$ cat config.mk
export PLATFORM = sky130hd
export DESIGN_NAME = rom_loader_top
export DESIGN_NICKNAME = d
export VERILOG_FILES = /design/src/logic/rom_loader_pkg.sv /design/src/logic/dwnld_packer.sv /design/src/logic/prog_fifo.sv /design/src/logic/prog_writer.sv /design/src/logic/rom_loader_top.sv
export VERILOG_INCLUDE_DIRS = /design/src /design/src/logic
export SDC_FILE = /design/constraint.sdc
export NUM_CORES = 1
export LEC_CHECK = 0
export ABC_AREA = 0
export BUFFER_PORTS_ARGS = -buffer_cell sky130_fd_sc_hd__buf_2
export CORE_AREA = 2 2 284 216
export CTS_CLUSTER_DIAMETER = 200
export DETAILED_ROUTE_END_ITERATION = 7
export DIE_AREA = 0 0 286 218
export GPL_TIMING_DRIVEN = 0
export PLACE_DENSITY = 0.56
export SLEW_MARGIN = 30
export SYNTH_ARGS = -nofsm -noshare
export SYNTH_HDL_FRONTEND = slang
export SYNTH_HIERARCHICAL = 1
export SYNTH_SLANG_ARGS = --single-unit
export TNS_END_PERCENT = 50
$ cat constraint.sdc
create_clock -name clk_rom -period 8.2 [get_ports clk_rom]
set_input_delay 0.82 -clock clk_rom [delete_from_list [all_inputs] [get_ports clk_rom]]
set_output_delay 0.82 -clock clk_rom [all_outputs]
set_load 0.03 [all_outputs]
$ cat src/logic/rom_loader_defines.svh
`ifndef ROM_LOADER_DEFINES_SVH
`define ROM_LOADER_DEFINES_SVH

// Host byte address width, as sent by the ioctl interface
`define IOCTL_AW 27

// SDRAM programming port
`define SDRAMW  23
`define PROG_DW 16

// Download indices
`define ROM_INDEX 8'd0
`define DIP_INDEX 8'd254

// Request buffer sizing
`define PROG_FIFO_DEPTH 8
// Two entries above this level cover strobes already in flight
`define PROG_WAIT_LEVEL 6

`endif

$ cat src/logic/rom_loader_pkg.sv
`default_nettype none

`include "rom_loader_defines.svh"

package rom_loader_pkg;

    // One host write as presented on the ioctl side
    typedef struct packed {
        logic [7:0]           index;
        logic [`IOCTL_AW-1:0] addr;
        logic [7:0]           data;
    } host_wr_t;

    // One SDRAM programming request
    typedef struct packed {
        logic [`SDRAMW-1:0]  addr;
        logic [1:0]          ba;
        logic [`PROG_DW-1:0] data;
        // High means the byte lane is not written
        logic [1:0]          mask;
    } prog_req_t;

endpackage

`default_nettype wire

$ cat src/logic/dwnld_packer.sv
`default_nettype none

`include "rom_loader_defines.svh"

module dwnld_packer (
    input  logic                   clk_rom,
    input  logic                   rst,
    input  logic                   hps_download,
    input  logic                   hps_wr,
    input  rom_loader_pkg::host_wr_t hps,
    output logic                   push,
    output rom_loader_pkg::prog_req_t req,
    output logic                   rom_active,
    output logic [31:0]            dipsw
);

    import rom_loader_pkg::*;

    logic      rom_hit;
    logic      dip_hit;
    prog_req_t req_next;

    // Index decode of the current strobe
    assign rom_hit = hps_wr && hps_download && (hps.index == `ROM_INDEX);
    assign dip_hit = hps_wr && (hps.index == `DIP_INDEX);

    // Byte address to 16-bit word request
    always_comb begin
        req_next.addr = hps.addr[`SDRAMW:1];
        req_next.ba   = hps.addr[`SDRAMW+2:`SDRAMW+1];
        req_next.data = {2{hps.data}};
        // Even bytes go to the low lane, odd bytes to the high lane
        req_next.mask = hps.addr[0] ? 2'b01 : 2'b10;
    end

    always_ff @(posedge clk_rom) begin
        if (rst) begin
            push <= 1'b0;
        end else begin
            push <= rom_hit;
        end
    end

    // Mapped request for the buffer
    always_ff @(posedge clk_rom) begin
        if (rom_hit) begin
            req <= req_next;
        end
    end

    // ROM window tracking
    always_ff @(posedge clk_rom) begin
        if (rst) begin
            rom_active <= 1'b0;
        end else if (!hps_download) begin
            rom_active <= 1'b0;
        end else if (rom_hit) begin
            rom_active <= 1'b1;
        end
    end

    // DIP bytes land in the lane picked by the low address bits
    always_ff @(posedge clk_rom) begin
        if (rst) begin
            dipsw <= '0;
        end else if (dip_hit) begin
            case (hps.addr[1:0])
                2'd0: dipsw[7:0]   <= hps.data;
                2'd1: dipsw[15:8]  <= hps.data;
                2'd2: dipsw[23:16] <= hps.data;
                default: dipsw[31:24] <= hps.data;
            endcase
        end
    end

    // Back-to-back pushes need back-to-back host strobes
    push_follows_strobe: assert property (
        @(posedge clk_rom) disable iff (rst)
        push && $past(push) |-> $past(hps_wr) && $past(hps_wr, 2)
    ) else $error("push repeated without a matching host strobe");

endmodule

`default_nettype wire

$ cat src/logic/prog_fifo.sv
`default_nettype none

`include "rom_loader_defines.svh"

module prog_fifo #(
    parameter int DEPTH = `PROG_FIFO_DEPTH
) (
    input  logic                      clk_rom,
    input  logic                      rst,
    input  logic                      push,
    input  rom_loader_pkg::prog_req_t din,
    input  logic                      pop,
    output rom_loader_pkg::prog_req_t head,
    output logic                      empty,
    output logic                      hps_wait
);

    import rom_loader_pkg::*;

    localparam int PTR_W = $clog2(DEPTH);
    localparam int CNT_W = $clog2(DEPTH + 1);
    // Keep some headroom when the buffer is built smaller than the default
    localparam int WAIT_LEVEL = (`PROG_WAIT_LEVEL < DEPTH) ? `PROG_WAIT_LEVEL : DEPTH - 2;

    prog_req_t        mem [DEPTH];
    logic [PTR_W-1:0] wr_ptr;
    logic [PTR_W-1:0] rd_ptr;
    logic [CNT_W-1:0] count;
    logic             full;
    logic             do_push;
    logic             do_pop;

    assign full    = (count == CNT_W'(DEPTH));
    assign empty   = (count == '0);
    assign do_push = push && !full;
    assign do_pop  = pop && !empty;
    assign head    = mem[rd_ptr];

    always_ff @(posedge clk_rom) begin
        if (do_push) begin
            mem[wr_ptr] <= din;
        end
    end

    // Pointers wrap explicitly so any depth works
    always_ff @(posedge clk_rom) begin
        if (rst) begin
            wr_ptr <= '0;
            rd_ptr <= '0;
        end else begin
            if (do_push) begin
                wr_ptr <= (wr_ptr == PTR_W'(DEPTH - 1)) ? '0 : wr_ptr + 1'b1;
            end
            if (do_pop) begin
                rd_ptr <= (rd_ptr == PTR_W'(DEPTH - 1)) ? '0 : rd_ptr + 1'b1;
            end
        end
    end

    always_ff @(posedge clk_rom) begin
        if (rst) begin
            count    <= '0;
            hps_wait <= 1'b0;
        end else begin
            case ({do_push, do_pop})
                2'b10:   count <= count + 1'b1;
                2'b01:   count <= count - 1'b1;
                default: count <= count;
            endcase
            // One cycle behind the count
            hps_wait <= (count >= CNT_W'(WAIT_LEVEL));
        end
    end

    no_push_when_full: assert property (
        @(posedge clk_rom) disable iff (rst) push |-> !full
    ) else $error("push into a full request buffer");

    no_pop_when_empty: assert property (
        @(posedge clk_rom) disable iff (rst) pop |-> !empty
    ) else $error("pop from an empty request buffer");

endmodule

`default_nettype wire

$ cat src/logic/prog_writer.sv
`default_nettype none

`include "rom_loader_defines.svh"

module prog_writer (
    input  logic                      clk_rom,
    input  logic                      rst,
    input  logic                      empty,
    input  rom_loader_pkg::prog_req_t head,
    input  logic                      rom_active,
    output logic                      pop,
    output logic                      prog_we,
    output logic [`SDRAMW-1:0]        prog_addr,
    output logic [1:0]                prog_ba,
    output logic [`PROG_DW-1:0]       prog_data,
    output logic [1:0]                prog_mask,
    input  logic                      prog_rdy,
    output logic                      downloading
);

    import rom_loader_pkg::*;

    // Low means idle, high means a request is being written
    logic      writing;
    prog_req_t cur;

    // Idle writer takes the head as soon as there is one
    assign pop = !writing && !empty;

    assign prog_we   = writing;
    assign prog_addr = cur.addr;
    assign prog_ba   = cur.ba;
    assign prog_data = cur.data;
    assign prog_mask = cur.mask;

    always_ff @(posedge clk_rom) begin
        if (rst) begin
            writing <= 1'b0;
        end else if (!writing) begin
            writing <= !empty;
        end else if (prog_rdy) begin
            // Back to idle so the next pop can follow right away
            writing <= 1'b0;
        end
    end

    // Request held here until the SDRAM acknowledges it
    always_ff @(posedge clk_rom) begin
        if (pop) begin
            cur <= head;
        end
    end

    always_ff @(posedge clk_rom) begin
        if (rst) begin
            downloading <= 1'b0;
        end else begin
            downloading <= rom_active || !empty || writing;
        end
    end

    // SDRAM may sample the fields on any cycle until it answers
    prog_fields_stable: assert property (
        @(posedge clk_rom) disable iff (rst)
        prog_we && !prog_rdy |=> prog_we && $stable({prog_addr, prog_ba, prog_data, prog_mask})
    ) else $error("prog request changed before prog_rdy");

endmodule

`default_nettype wire

$ cat src/logic/rom_loader_top.sv
`default_nettype none

`include "rom_loader_defines.svh"

module rom_loader_top (
    input  logic                      clk_rom,
    input  logic                      rst,
    // Host download stream
    input  logic                      hps_download,
    input  logic                      hps_wr,
    input  rom_loader_pkg::host_wr_t  hps,
    output logic                      hps_wait,
    // SDRAM programming port
    output logic                      prog_we,
    output logic [`SDRAMW-1:0]        prog_addr,
    output logic [1:0]                prog_ba,
    output logic [`PROG_DW-1:0]       prog_data,
    output logic [1:0]                prog_mask,
    input  logic                      prog_rdy,
    // Status
    output logic                      downloading,
    output logic [31:0]               dipsw
);

    import rom_loader_pkg::*;

    logic      push;
    logic      pop;
    logic      empty;
    logic      rom_active;
    prog_req_t req;
    prog_req_t head;

    dwnld_packer u_packer (
        .clk_rom      ( clk_rom      ),
        .rst          ( rst          ),
        .hps_download ( hps_download ),
        .hps_wr       ( hps_wr       ),
        .hps          ( hps          ),
        .push         ( push         ),
        .req          ( req          ),
        .rom_active   ( rom_active   ),
        .dipsw        ( dipsw        )
    );

    prog_fifo #(
        .DEPTH ( `PROG_FIFO_DEPTH )
    ) u_fifo (
        .clk_rom  ( clk_rom  ),
        .rst      ( rst      ),
        .push     ( push     ),
        .din      ( req      ),
        .pop      ( pop      ),
        .head     ( head     ),
        .empty    ( empty    ),
        .hps_wait ( hps_wait )
    );

    prog_writer u_writer (
        .clk_rom     ( clk_rom     ),
        .rst         ( rst         ),
        .empty       ( empty       ),
        .head        ( head        ),
        .rom_active  ( rom_active  ),
        .pop         ( pop         ),
        .prog_we     ( prog_we     ),
        .prog_addr   ( prog_addr   ),
        .prog_ba     ( prog_ba     ),
        .prog_data   ( prog_data   ),
        .prog_mask   ( prog_mask   ),
        .prog_rdy    ( prog_rdy    ),
        .downloading ( downloading )
    );

endmodule

`default_nettype wire

-- Yosys cells after proc, flatten, opt, wreduce, memory -nomap -nowiden
Memories as Yosys holds them, arrays and structs flattened. A register that Yosys moved wholly into a read port is not among the register bits.
Cells that the tools add are included.
- bits in registers: 90
- memory bits (writable): 344
- bits of input ports: 48
- logic and storage cells: 61
- memories: 1
- memories (name ; words ; width ; read ports ; clocked after memory_dff ; write ports ; RTL line ; text):
    u_fifo.mem ; 8 ; 43 ; 1 ; 1 ; 1 ; prog_fifo.sv:25 ; prog_req_t mem [DEPTH];
- add/subtract/negate cells: 4
- magnitude comparators: 1
- equality and inequality tests: 8
- muxes and demuxes: 8
- bitwise operators: 2
- reduce and logical (&&, ||, !) cells: 21
- operators with widths (kind ; number):
    $eq A8 B8 Y1 const B ; 1
    $logic_not A8 Y1 ; 1
    $pmux W4 S2 ; 1
    $reduce_and A2 Y1 ; 4
    $add A3 B1 Y3 const B ; 2
    $eq A3 B3 Y1 const B ; 2
    $logic_and A1 B1 Y1 ; 6
    $mux W3 ; 2
    $add A4 B1 Y4 const B ; 1
    $eq A2 B1 Y1 const B ; 2
    $eq A2 B2 Y1 const B ; 2
    $eq A4 B4 Y1 const B ; 1
    $ge A4 B3 Y1 const B ; 1
    $logic_not A4 Y1 ; 1
    $mux W1 ; 4
    $sub A4 B1 Y4 const B ; 1
    $logic_not A1 Y1 ; 3
    $reduce_or A3 Y1 ; 1
    $logic_not A2 Y1 ; 1
    $logic_or A1 B1 Y1 ; 2
    $mux W2 ; 1
    $not A1 Y1 ; 2
    $reduce_bool A2 Y1 ; 1
    $reduce_or A2 Y1 ; 1

-- Depth between registers and ports, before layout
Gate-level depths: netlist of the first run.
- depth in word-level cells: 6
- depth in mapped cells: 12

-- Modules after synthesis
Netlist of the first run, hierarchy kept.
- modules (own cells, without submodules) (module ; instances ; cells an instance ; area an instance (µm²) ; seq. area each (µm²)):
    prog_fifo ; 1 ; 579 ; 13877.1 ; 10610.2
    dwnld_packer ; 1 ; 170 ; 2466.1 ; 1731.7
    prog_writer ; 1 ; 50 ; 1368.8 ; 1331.3

-- Worst setup path after synthesis of the first run
No wires, ideal clock.
- kind: register to register
- from: reg u_fifo.count[2]
- to: mem u_fifo/mem[0][0] (netlist name), enable pin
- library setup time: 0.550 ns
- data arrival time: 4.909 ns
- required time: 7.650 ns
- path slack: 2.741 ns
- cell stages (with the launch flop): 5
- path buffers: 2
- cells stage by stage: dfxtp_1 clkbuf_1 o41ai_1 buf_2 nor4_1
- word-level cells in the longest chain between the ends: 5
- RTL lines (element ; RTL line ; text):
    start: declaration ; prog_fifo.sv:28 ; logic [CNT_W-1:0] count;
    start signal: assignment ; prog_fifo.sv:66 ; 2'b10: count <= count + 1'b1;
    start signal: assignment ; prog_fifo.sv:67 ; 2'b01: count <= count - 1'b1;
    start signal: assignment ; prog_fifo.sv:68 ; default: count <= count;
    $eq A4 B4 Y1 ; prog_fifo.sv:33 ; assign full = (count == CNT_W'(DEPTH));
    $logic_not A1 Y1 ; prog_fifo.sv:35 ; assign do_push = push && !full;
    $logic_and A1 B1 Y1 ; prog_fifo.sv:35 ;
    $mux W1 ; prog_fifo.sv:40 ; if (do_push) begin
    $mux W1 (not written as such) ; prog_fifo.sv:41 ; mem[wr_ptr] <= din;
    end: declaration ; prog_fifo.sv:25 ;
No other way between the ends.

-- Worst setup path after layout of the first run
- from: reg u_fifo.count[2]
- to: reg u_fifo.count[2]
- word-level cells in the longest chain between the ends: 6
- elaborated cells between the ends (all ways): 13
- those cells by class: add/sub (2); eq/ne (3); mux (1); reduce/logical (7)
- RTL lines (element ; RTL line ; text):
    $logic_not A4 Y1 (*) ; prog_fifo.sv:34 ; assign empty = (count == '0);
    via empty ; rom_loader_top.sv:29 ; logic empty;
    $logic_not A1 Y1 (*) ; prog_writer.sv:28 ; assign pop = !writing && !empty;
    $logic_and A1 B1 Y1 (*) ; prog_writer.sv:28 ;
    via pop ; rom_loader_top.sv:28 ; logic pop;
    $logic_and A1 B1 Y1 (*) ; prog_fifo.sv:36 ; assign do_pop = pop && !empty;
    $eq A2 B1 Y1 or $eq A2 B2 Y1 (tied branches) ; prog_fifo.sv:65 ; case ({do_push, do_pop})
    $pmux W4 S2 or $reduce_bool A2 Y1 (tied branches) ; n/a ;
The timed path passes the listed nets; every way through them passes the cells marked *.
A chain may end at the register's enable or synchronous reset.

==> qor.yml, run 1 <==
status:
  status: "completed"
sta:
  skew_ns: 0.02008
  slew_headroom: 0.3565
  hold_slack_ns: 0.4401
  rsz0062_at_grt: "no"
  drv_slew: 0
  tightest_slew_ns: 0.9652
  max_freq_mhz: 357.8
  setup_viol: 0
  final-hold-violation-count: 0
  setup_slack_ns: 5.405
  finalCritPeriodShare: 0.3408
  finalCriticalPeriod_ns: 2.795
detailed_routing:
  drc: 0
  vias_per_cell: 4.460
  drt_wl_total_um: 36860
  drt_iter0_markers: 652
  route.vias.total: 8292
  first_pass_iters: 4
  avgRoutedWirePerCell_um: 19.83
  drtAntennaViolNets: 0
floorplanning:
  ios: 126
  core-area_sq_um: 59730
  die_y_um: 218
  fp.dieW_um: 286
  dieArea_sq_um: 62350
  start_util: 0.2965
  num_rows: 78
global_route:
  grt_use_met1: 0.1742
  grt_max_degree: 30
  grt_util_all_layers: 0.1189
  antenna_found_initial: 0
  grt_pass1_wl_um: 55230
  grt_pass1_vias: 8566
  top_usage_layer: "met2"
  globalRoute.totalOverflow: 0
  met2_usage: 0.1785
  met3_usage: 0.02845
layout:
  syn2layout_area_growth_pct: 21.11
  drive_gt1_frac: 0.3790
  final_common_cell: "edfxtp_1"
  nets: 1079
  finalNonFillerCells: 1859
  layout_common_cells: "edfxtp_1, buf_2, mux4_2"
  fillers: 5564
  final_area_sq_um: 21450
synthesis:
  ys_warn_count: 6
  ys_seq_area_frac: 0.7720
  synth.distinct_cells: 48
  syn_inst: 799
  netlist.area_leader.share: 0.7155
  ys_ff_latch: 472
  syn_area_sq_um: 17710
  yosys-top-cells-area: "edfxtp_1, mux4_2, dfxtp_1"
  synth-edff-count: 422
  ys.flop_type: "edfxtp_1"
  async_reset_ff_frac: 0
  synth_nets: 854
  synth_top_cell_by_area: "edfxtp_1"
  avgSynthCellArea_sq_um: 22.17
clock_tree:
  post_cts_buffers: 0
  cts-resized-gates: 0
  htree_levels: 2
  cts_root_buffer: "clkbuf_16"
  cts_sinks: 472
  tritoncts: "done"
  path_clk_slew_ns: 0.06
  ctsHoldBuffers: 0
  worstSkewPairLatency_ns: 0.56
  cts_buffers: 46
  max-clock-path-buffers: 3
worst_setup_path:
  end_kind: "flip-flop"
  r2r-start: "u_fifo/count[2]"
  r2r-end: "u_fifo/count[2]"
  r2r_setup_slack_ns: 5.41
  arrival_ns: 3.28
  cp-start-kind: "flip-flop"
  crit_required_ns: 8.69
  critPathMaxFanout: 8
  ff2ff_path_depth: 12
  worstSetupPathType: "reg -> reg"
  startpoint: "u_fifo/count[2]"
min_path:
  hold_path.startpoint: "hps[11]"
  hold_depth: 1
  whs_endpoint: "u_packer/req[22]"
  hold_class: "in -> reg"
place:
  numPortBuffers: 124
  place_ws_ns: 5.373
  dp.cells: 1776
  dp_hpwl_um: 25140
  place_area_sq_um: 19990
  routabilityCongestion: 0.7528
power_and_ir_drop:
  p_leak_nw: 7.317
  ir_drop_v: 0.0001333
  power.density_nw_per_um2: 218.8
flow_run:
  cap_violations: 0
-- logic make-up after synthesis --
logic type / count (synthesis) / synth area share
multiplexers: 164 / 0.1688
XOR/XNOR: 3 / 0.001484
adder cells (fa/ha/maj): 7 / 0.004945
AND/OR/NAND/NOR: 87 / 0.02607
flip-flops: 472 / 0.7720
buffers and inverters: 49 / 0.01985
AO/OA/AOI/OAI: 17 / 0.006852
-- worst max path at each step --
stage / to / slack [ns] / depth (start not counted)
final: u_fifo/count[2] / 5.41 / 12
after detailed placement: u_fifo/mem[4][23] / 5.37 / 8
after global routing: u_fifo/count[2] / 5.12 / 12
after CTS: u_fifo/mem[4][30] / 5.36 / 8
after floorplan: u_fifo/mem[0][0] / 2.74 / 4
after global placement: u_fifo/mem[0][26] / -1.79 / 4
-- worst max-delay path: stages (launching register included) --
cell and delay, ns:
dfxtp_1 0.30, clkbuf_1 0.17, nor4_1 0.55, nor2_4 0.12
o41ai_2 0.14, inv_2 0.12, ha_1 0.29, xor2_1 0.17
ha_1 0.19, a21oi_1 0.14, xor2_1 0.09, or3_1 0.31
a21oi_1 0.13
-- report_power, final --
| part | internal, mW | switching, mW | total, mW |
|---|---|---|---|
| combinational | 0.0107 | 0.0184 | 0.0291 |
| sequential | 2.58 | 0.000483 | 2.58 |
| clock | 1.21 | 0.872 | 2.08 |
-- registers in the layout (all words and copies together) (netlist names), named ones only --
name / count
u_packer/dipsw: 32
u_fifo/mem: 344
u_fifo/count: 4
u_packer/req: 35
u_fifo/hps_wait: 1
u_packer/rom_active: 1
u_writer/prog_mask: 2
u_writer/prog_ba: 2
u_writer/prog_addr: 23
u_fifo/wr_ptr: 3
u_writer/prog_we: 1
u_writer/prog_data: 16
u_packer/push: 1
u_writer/downloading: 1
u_fifo/rd_ptr: 3
-- stage by stage --
step / TNS, ns / util / power [mW]
after CTS: 0 / 0.3591 / 4.759
after global routing: 0 / 0.3591 / 4.861
final: 0 / 0.3591 / 4.692
after detailed placement: 0 / 0.3346 / 2.664
after global placement: -76.69 / 0.3237 / 2.663
after floorplan: 0 / - / 2.644
-- per-layer routing --
metal	wire, um	vias to the layer above
met5	0	-
met4	583	0
met3	2148	50
met2	16410	202
met1	17710	4315
li1	-	3725
-- cell type report --
| type | count | area, sq um | share of cell area |
|---|---|---|---|
| repair buffers | 177 | 1210 | 0.05640 |
| plain buffers | 43 | 332.8 | 0.01552 |
| multi-input cells | 278 | 3749 | 0.1748 |
| clock inverters | 23 | 239.0 | 0.01114 |
| well taps | 800 | 1001 | 0.04666 |
| diodes | 1 | 2.502 | 0.0001167 |
| flip-flops and latches | 472 | 13670 | 0.6374 |
| clock buffers | 59 | 1221 | 0.05693 |
| inverters | 6 | 22.52 | 0.001050 |
-- synth_stat cells, types with 2 or more instances --
cell type	n
dfxtp_1	50
buf_12	6
clkbuf_1	15
edfxtp_1	422
mux4_2	68
buf_6	2
buf_4	8
inv_1	3
mux2_2	3
nand4_4	3
clkbuf_4	4
xor2_1	3
mux2_4	40
or3_1	2
nor4_1	3
nor3_1	5
nand2b_1	3
inv_2	2
buf_2	8
nor2_1	11
nand2_1	48
ha_1	7
mux2i_1	34
mux4_1	18
a21oi_1	8
Note: power is estimated with default switching activity, not from simulation.
==> run 2: changes to the inputs <==
PLACE_DENSITY = 0.58   (was 0.56)
clock period = 2.55 ns   (was 8.2 ns; I/O delays follow)
==> run 2 against run 1 <==
Effect of this change: clock power rose to 3.3 times the previous value; utilization is 0.95 points higher; routed wire length increased by 1.5%; sequential share of layout area is 1.6 points lower; critical path type unchanged; sequential power rose to 3.2 times the previous value; non-clock buffer count is 31 higher.
==> qor.yml, run 2 (synthesis results as in run 1) <==
clock_tree:
  path_clk_slew_ns: 0.06
  cts_buffers: 45
  htree_levels: 2
  cts_sinks: 472
  tritoncts: "done"
  cts_root_buffer: "clkbuf_16"
  worstSkewPairLatency_ns: 0.57
  max-clock-path-buffers: 3
global_route:
  globalRoute.totalOverflow: 0
  grt_pass1_vias: 8736
  grt_util_all_layers: 0.1186
  grt_max_degree: 36
  antenna_found_initial: 0
  grt_pass1_wl_um: 55300
power_and_ir_drop:
  ir_drop_v: 0.0004631
  p_leak_nw: 7.478
  power.switching_mw: 2.905
  pwr-share-seq: 0.544
  intPower_mw: 12.36
  total_power_mw: 15.27
  combPwrFrac: 0.009
  clkPwrFrac: 0.448
  power.density_nw_per_um2: 693.5
  power.share.switching: 0.1902
min_path:
  hold_class: "in -> reg"
  hold_path.startpoint: "hps[8]"
detailed_routing:
  drtAntennaViolNets: 0
  avgRoutedWirePerCell_um: 19.81
  drt_wl_total_um: 37420
  drt_iter0_markers: 595
  route.vias.total: 8405
  first_pass_iters: 4
  drc: 0
  vias_per_cell: 4.449
worst_setup_path:
  cp-start-kind: "flip-flop"
  arrival_ns: 2.79
  slowest_delay_ns: 0.51
  slowest_stage: "clkbuf_1"
  critPathMaxFanout: 10
  cpMostUsedCell: "buf_2"
  end_kind: "flip-flop"
  worstSetupPathType: "reg -> reg"
  path_cells: "buf_2 > clkbuf_1 > buf_2 > mux4_2 > mux2_4"
  crit_required_ns: 2.85
sta:
  finalCritPeriodShare: 0.9755
  drv_slew: 0
  finalCriticalPeriod_ns: 2.488
  setup_viol: 0
  skew_ns: 0.02304
  tightest_slew_ns: 1.001
  max_freq_mhz: 402.0
  final-hold-violation-count: 0
  slew_headroom: 0.3327
  rsz0062_at_grt: "yes"
floorplanning:
  fp.dieW_um: 286
  dieArea_sq_um: 62350
  num_rows: 78
  ios: 126
  die_y_um: 218
  core-area_sq_um: 59730
  start_util: 0.2965
layout:
  final_common_cell: "edfxtp_1"
  syn2layout_area_growth_pct: 24.31
  nets: 1109
  antennaDiodeCount: 0
  drive_gt1_frac: 0.3756
  layout_common_cells: "edfxtp_1, buf_2, mux4_2"
  final_util: 0.3687
  top_regs: "u_fifo/mem x344, u_packer/req x35, u_packer/dipsw x32"
  largest_register_ffs: 344
  largest_register: "u_fifo/mem"
flow_run:
  cap_violations: 0
place:
  numPortBuffers: 124
  dp_hpwl_um: 24910
  routabilityCongestion: 0.7422
status:
  status: "completed"
-- run 2: path summary, 6_finish.rpt --
| check | end | slack (ns) | cells past startpoint |
|---|---|---|---|
| hold reg to reg | u_packer/dipsw[31] | 0.46 | 2 |
| setup reg to reg | u_writer/prog_mask[1] | 0.06 | 5 |
| setup / recovery | u_writer/prog_mask[1] | 0.06 | 5 |
| hold / removal | u_packer/req[0] | 0.04 | 1 |
-- run 2: through the flow --
stage | area (sq um) | setup WS (ns) | hold slack [ns] | TNS (ns) | cells
floorplan | 17800 | -0.2838 | 0.3174 | -37.63 | 799
global placement | 19420 | -2.036 | 0.4343 | -565.12 | 1723
detailed placement | 20010 | -0.6074 | 0.4338 | -1.267 | 1758
CTS | 21930 | 0.008668 | 0.01799 | 0 | 1879
global route | 22020 | -0.04325 | 0.02275 | -0.04325 | 1889
finish | 22020 | 0.06249 | 0.04135 | 0 | 1889
-- run 2: cell type report --
class | instances | area, sq um
Clock inverter | 24 | 320.3
Tap cell | 800 | 1001
Timing Repair Buffer | 209 | 1634
Fill cell | 5493 | 37710
Sequential cell | 472 | 13680
Inverter | 6 | 22.52
Multi-Input combinational cell | 278 | 3839
Buffer | 42 | 344.1
Clock buffer | 58 | 1175
-- run 2: timing repair --
action | CTS | global route
hold buffers | 37 | 0
setup endpoints to repair | 4 | 29
gates resized for setup | 6 | 9
setup buffers | 2 | 11
pin swaps | 2 | 7
endpoints found under the hold margin | 36 | 0
-- run 2: power groups by stage --
stage	registers (mW)	logic (mW)	clock network, mW
2_1_floorplan	8.47	0.0289	0
3_3_place_gp	8.47	0.0881	0
3_5_place_dp	8.47	0.0887	0
4_1_cts	8.30	0.132	7.04
5_1_grt	8.30	0.143	7.36
6_report	8.30	0.131	6.84
-- run 2: metal layers --
metal  GRT usage  vias to the layer above  wire length, um
met4     0.02635                        0              588
met3     0.02782                       52             2052
li1            -                     3777                -
met1      0.1705                     4371            17880
met2      0.1826                      205            16900
met5           0                        -                0
-- run 2: critical path, delay by kind of cell (launching register included) --
family	cells	cell delay, ns
buffers and inverters	3	1.19
multiplexers	2	0.65
flip-flops	1	0.38
==> run 3: changes to the inputs <==
ABC_AREA = 1   (was 0)
CORE_AREA = 2 2 289 219   (was 2 2 284 216)
DIE_AREA = 0 0 291 221   (was 0 0 286 218)
PLACE_DENSITY = 0.51   (was 0.58)
clock period = 2.6 ns   (was 2.55 ns; I/O delays follow)
==> run 3 against run 2 <==
Effect of this change: synthesized area rose by 3.3%; critical endpoint is now u_fifo/mem[1][21]; first-iteration DRC count increased by 46%; final area grew 1.9%; die area is 3.1% higher; critical path depth up 3; sequential cell count unchanged; clock power shrank 3.7%; largest cell class unchanged; total power fell by 2.6%; hold slack improved by 0.024 ns; largest power group unchanged.
==> qor.yml, run 3 <==
sta:
  slew_headroom: 0.5172
  drv_slew: 0
  rsz0062_at_grt: "no"
  hold_slack_ns: 0.06552
  finalCriticalPeriod_ns: 2.415
  skew_ns: 0.01963
  final-hold-violation-count: 0
  max_freq_mhz: 414.0
  setup_slack_ns: 0.1846
  tightest_slew_ns: 0.7225
  finalCritPeriodShare: 0.9290
  setup_viol: 0
power_and_ir_drop:
  intPower_mw: 11.99
  pwr-share-seq: 0.548
  p_leak_nw: 8.051
  power.switching_mw: 2.892
  power.share.switching: 0.1944
  clkPwrFrac: 0.443
  ir_drop_v: 0.0004596
  combPwrFrac: 0.009
  power.density_nw_per_um2: 663.3
place:
  dp_hpwl_um: 29470
  place_area_sq_um: 20580
  numPortBuffers: 124
  dp.cells: 2350
  place_ws_ns: 0.1342
  routabilityCongestion: 0.7904
worst_setup_path:
  arrival_ns: 2.68
  cp-start-kind: "flip-flop"
  crit_required_ns: 2.86
  slowest_delay_ns: 0.51
  slowest_stage: "nor2_4"
  end_kind: "flip-flop"
  worstSetupPathType: "reg -> reg"
  critPathMaxFanout: 16
  path_cells: "inv_2 > nand3_1 > nand2_1 > nor2_1 > inv_2 > nor2_4 > buf_16 > buf_16"
synthesis:
  synth_top_family_by_area: "simple AND/OR/NAND/NOR gates"
  synthTopCellsByCount: "edfxtp_1, nor2_1, nand2_1"
  yosys-top-cells-area: "edfxtp_1, dfxtp_1, nor2_1"
  async_reset_ff_frac: 0
  synth.distinct_cells: 30
  synth_adder_area_share: 0.004786
  ys_ff_latch: 472
  netlist.area_leader.share: 0.6924
  synthMuxAreaShare: 0.02352
  synth-edff-count: 422
  ys_warn_count: 6
  synth_compound_gate_area_share: 0.06584
  syn_area_sq_um: 18300
  synth_xor_xnor_area_share: 0.001436
  synth-simple-area-share: 0.1140
  ys.flop_type: "edfxtp_1"
  avgSynthCellArea_sq_um: 13.12
  ys_seq_area_frac: 0.7471
  synth_most_common_cell: "edfxtp_1"
  synth_nets: 1450
  syn_inst: 1395
  synth_top_cell_by_area: "edfxtp_1"
floorplanning:
  num_rows: 79
  fp.dieW_um: 291
  dieArea_sq_um: 64310
  start_util: 0.2972
  ios: 126
  die_y_um: 221
  core-area_sq_um: 61580
clock_tree:
  cts_sinks: 472
  post_cts_buffers: 0
  worstSkewPairLatency_ns: 0.57
  max-clock-path-buffers: 3
  path_clk_slew_ns: 0.06
  tritoncts: "done"
  cts_root_buffer: "clkbuf_16"
  htree_levels: 2
  cts_buffers: 46
layout:
  final_util: 0.3643
  top_regs: "u_fifo/mem x344, u_packer/req x35, u_packer/dipsw x32"
  ff_latch_area_sq_um: 13680
  final_area_sq_um: 22430
  final_common_cell: "edfxtp_1"
  multi_input_area_sq_um: 3921
  nets: 1680
  finalNonFillerCells: 2470
  largest_register_ffs: 344
  fillers: 5899
  drive_gt1_frac: 0.1923
  layout_common_cells: "edfxtp_1, nor2_1, nand2_1"
  largest_register: "u_fifo/mem"
  syn2layout_area_growth_pct: 22.57
flow_run:
  cap_violations: 0
status:
  status: "completed"
detailed_routing:
  drc: 0
  drtAntennaViolNets: 0
  avgRoutedWirePerCell_um: 17.82
  first_pass_iters: 5
  drt_iter0_markers: 868
  route.vias.total: 11228
  drt_wl_total_um: 44010
  vias_per_cell: 4.546
global_route:
  antenna_found_initial: 0
  grt_max_degree: 19
  grt_util_all_layers: 0.1349
  globalRoute.totalOverflow: 0
  grt_pass1_vias: 11054
  grt_pass1_wl_um: 66960
min_path:
  hold_class: "in -> reg"
run 3: changes by cell type in the layout (fill, tap and decap cells not counted), sizes merged, moves of 4 or more:
cell / change
inv: +52
mux4: -86
clkbuf: +11
mux2: -44
nor2: +257
nand2: +174
o21ai: +174
o22ai: +42
nor3: -4
nand3: +9
mux2i: +9
run 3: repair_timing:
item	4_1_cts	5_1_grt
gates resized for setup	0	6
endpoints found under the setup margin	0	2
hold endpoints to repair	60	0
hold buffers	37	0
run 3: cells by family (layout without fill, tap and decap cells):
group / after synthesis / count (layout)
and+or+nand+nor: 505 / 505
DFF: 472 / 472
AOI/OAI and AO/OA: 229 / 229
buffers and inverters: 136 / 400
muxes: 43 / 43
adders and majority gates: 7 / 7
xor gates and xnor gates: 3 / 3
other: 0 / 1
run 3: worst paths after layout:
kind	from	end	cells after the start	slack, ns
max	u_fifo/count[2]	u_fifo/mem[1][21]	8	0.18
max reg2reg	u_fifo/count[2]	u_fifo/mem[1][21]	8	0.18
min	hps_download	u_packer/push	3	0.07
min reg2reg	u_fifo/count[1]	u_fifo/count[1]	2	0.51
run 3: routing by layer:
layer / wire [um] / GRT usage / vias to the layer above
met1: 20910 / 0.1949 / 5471
met5: 0 / 0 / -
met4: 629 / 0.02825 / 0
met3: 3205 / 0.03043 / 51
met2: 19260 / 0.2073 / 340
li1: - / - / 5366
run 3: layout make-up:
cell class,instances,share of cell area
tap,810,0.04518
clock buffer,61,0.05522
timing repair buffer,182,0.06939
sequential,472,0.6097
buffer,77,0.02544
clock inverter,21,0.01032
inverter,59,0.009873
antenna,1,0.0001116
multi-input combinational,787,0.1748
run 3: through the flow:
stage | power [mW] | TNS, ns
final | 14.88 | 0
after global routing | 15.34 | 0
after CTS | 15.07 | 0
after detailed placement | 8.410 | 0
after global placement | 8.407 | -816.76
after floorplan | 8.347 | -136.71
run 3: worst max-delay path: cells and delay by family (launching register included):
kind	cells	cell delay, ns
flops	1	0.40
simple gates	4	1.04
buf+inv	4	0.64
run 3: power groups by stage:
stage          clock network, mW  logic, mW  registers [mW]
4_1_cts                     6.79      0.141            8.15
5_1_grt                     7.04      0.152            8.14
3_3_place_gp                   0     0.0960            8.31
3_5_place_dp                   0     0.0992            8.31
2_1_floorplan                  0     0.0344            8.31
6_report                    6.59      0.139            8.15
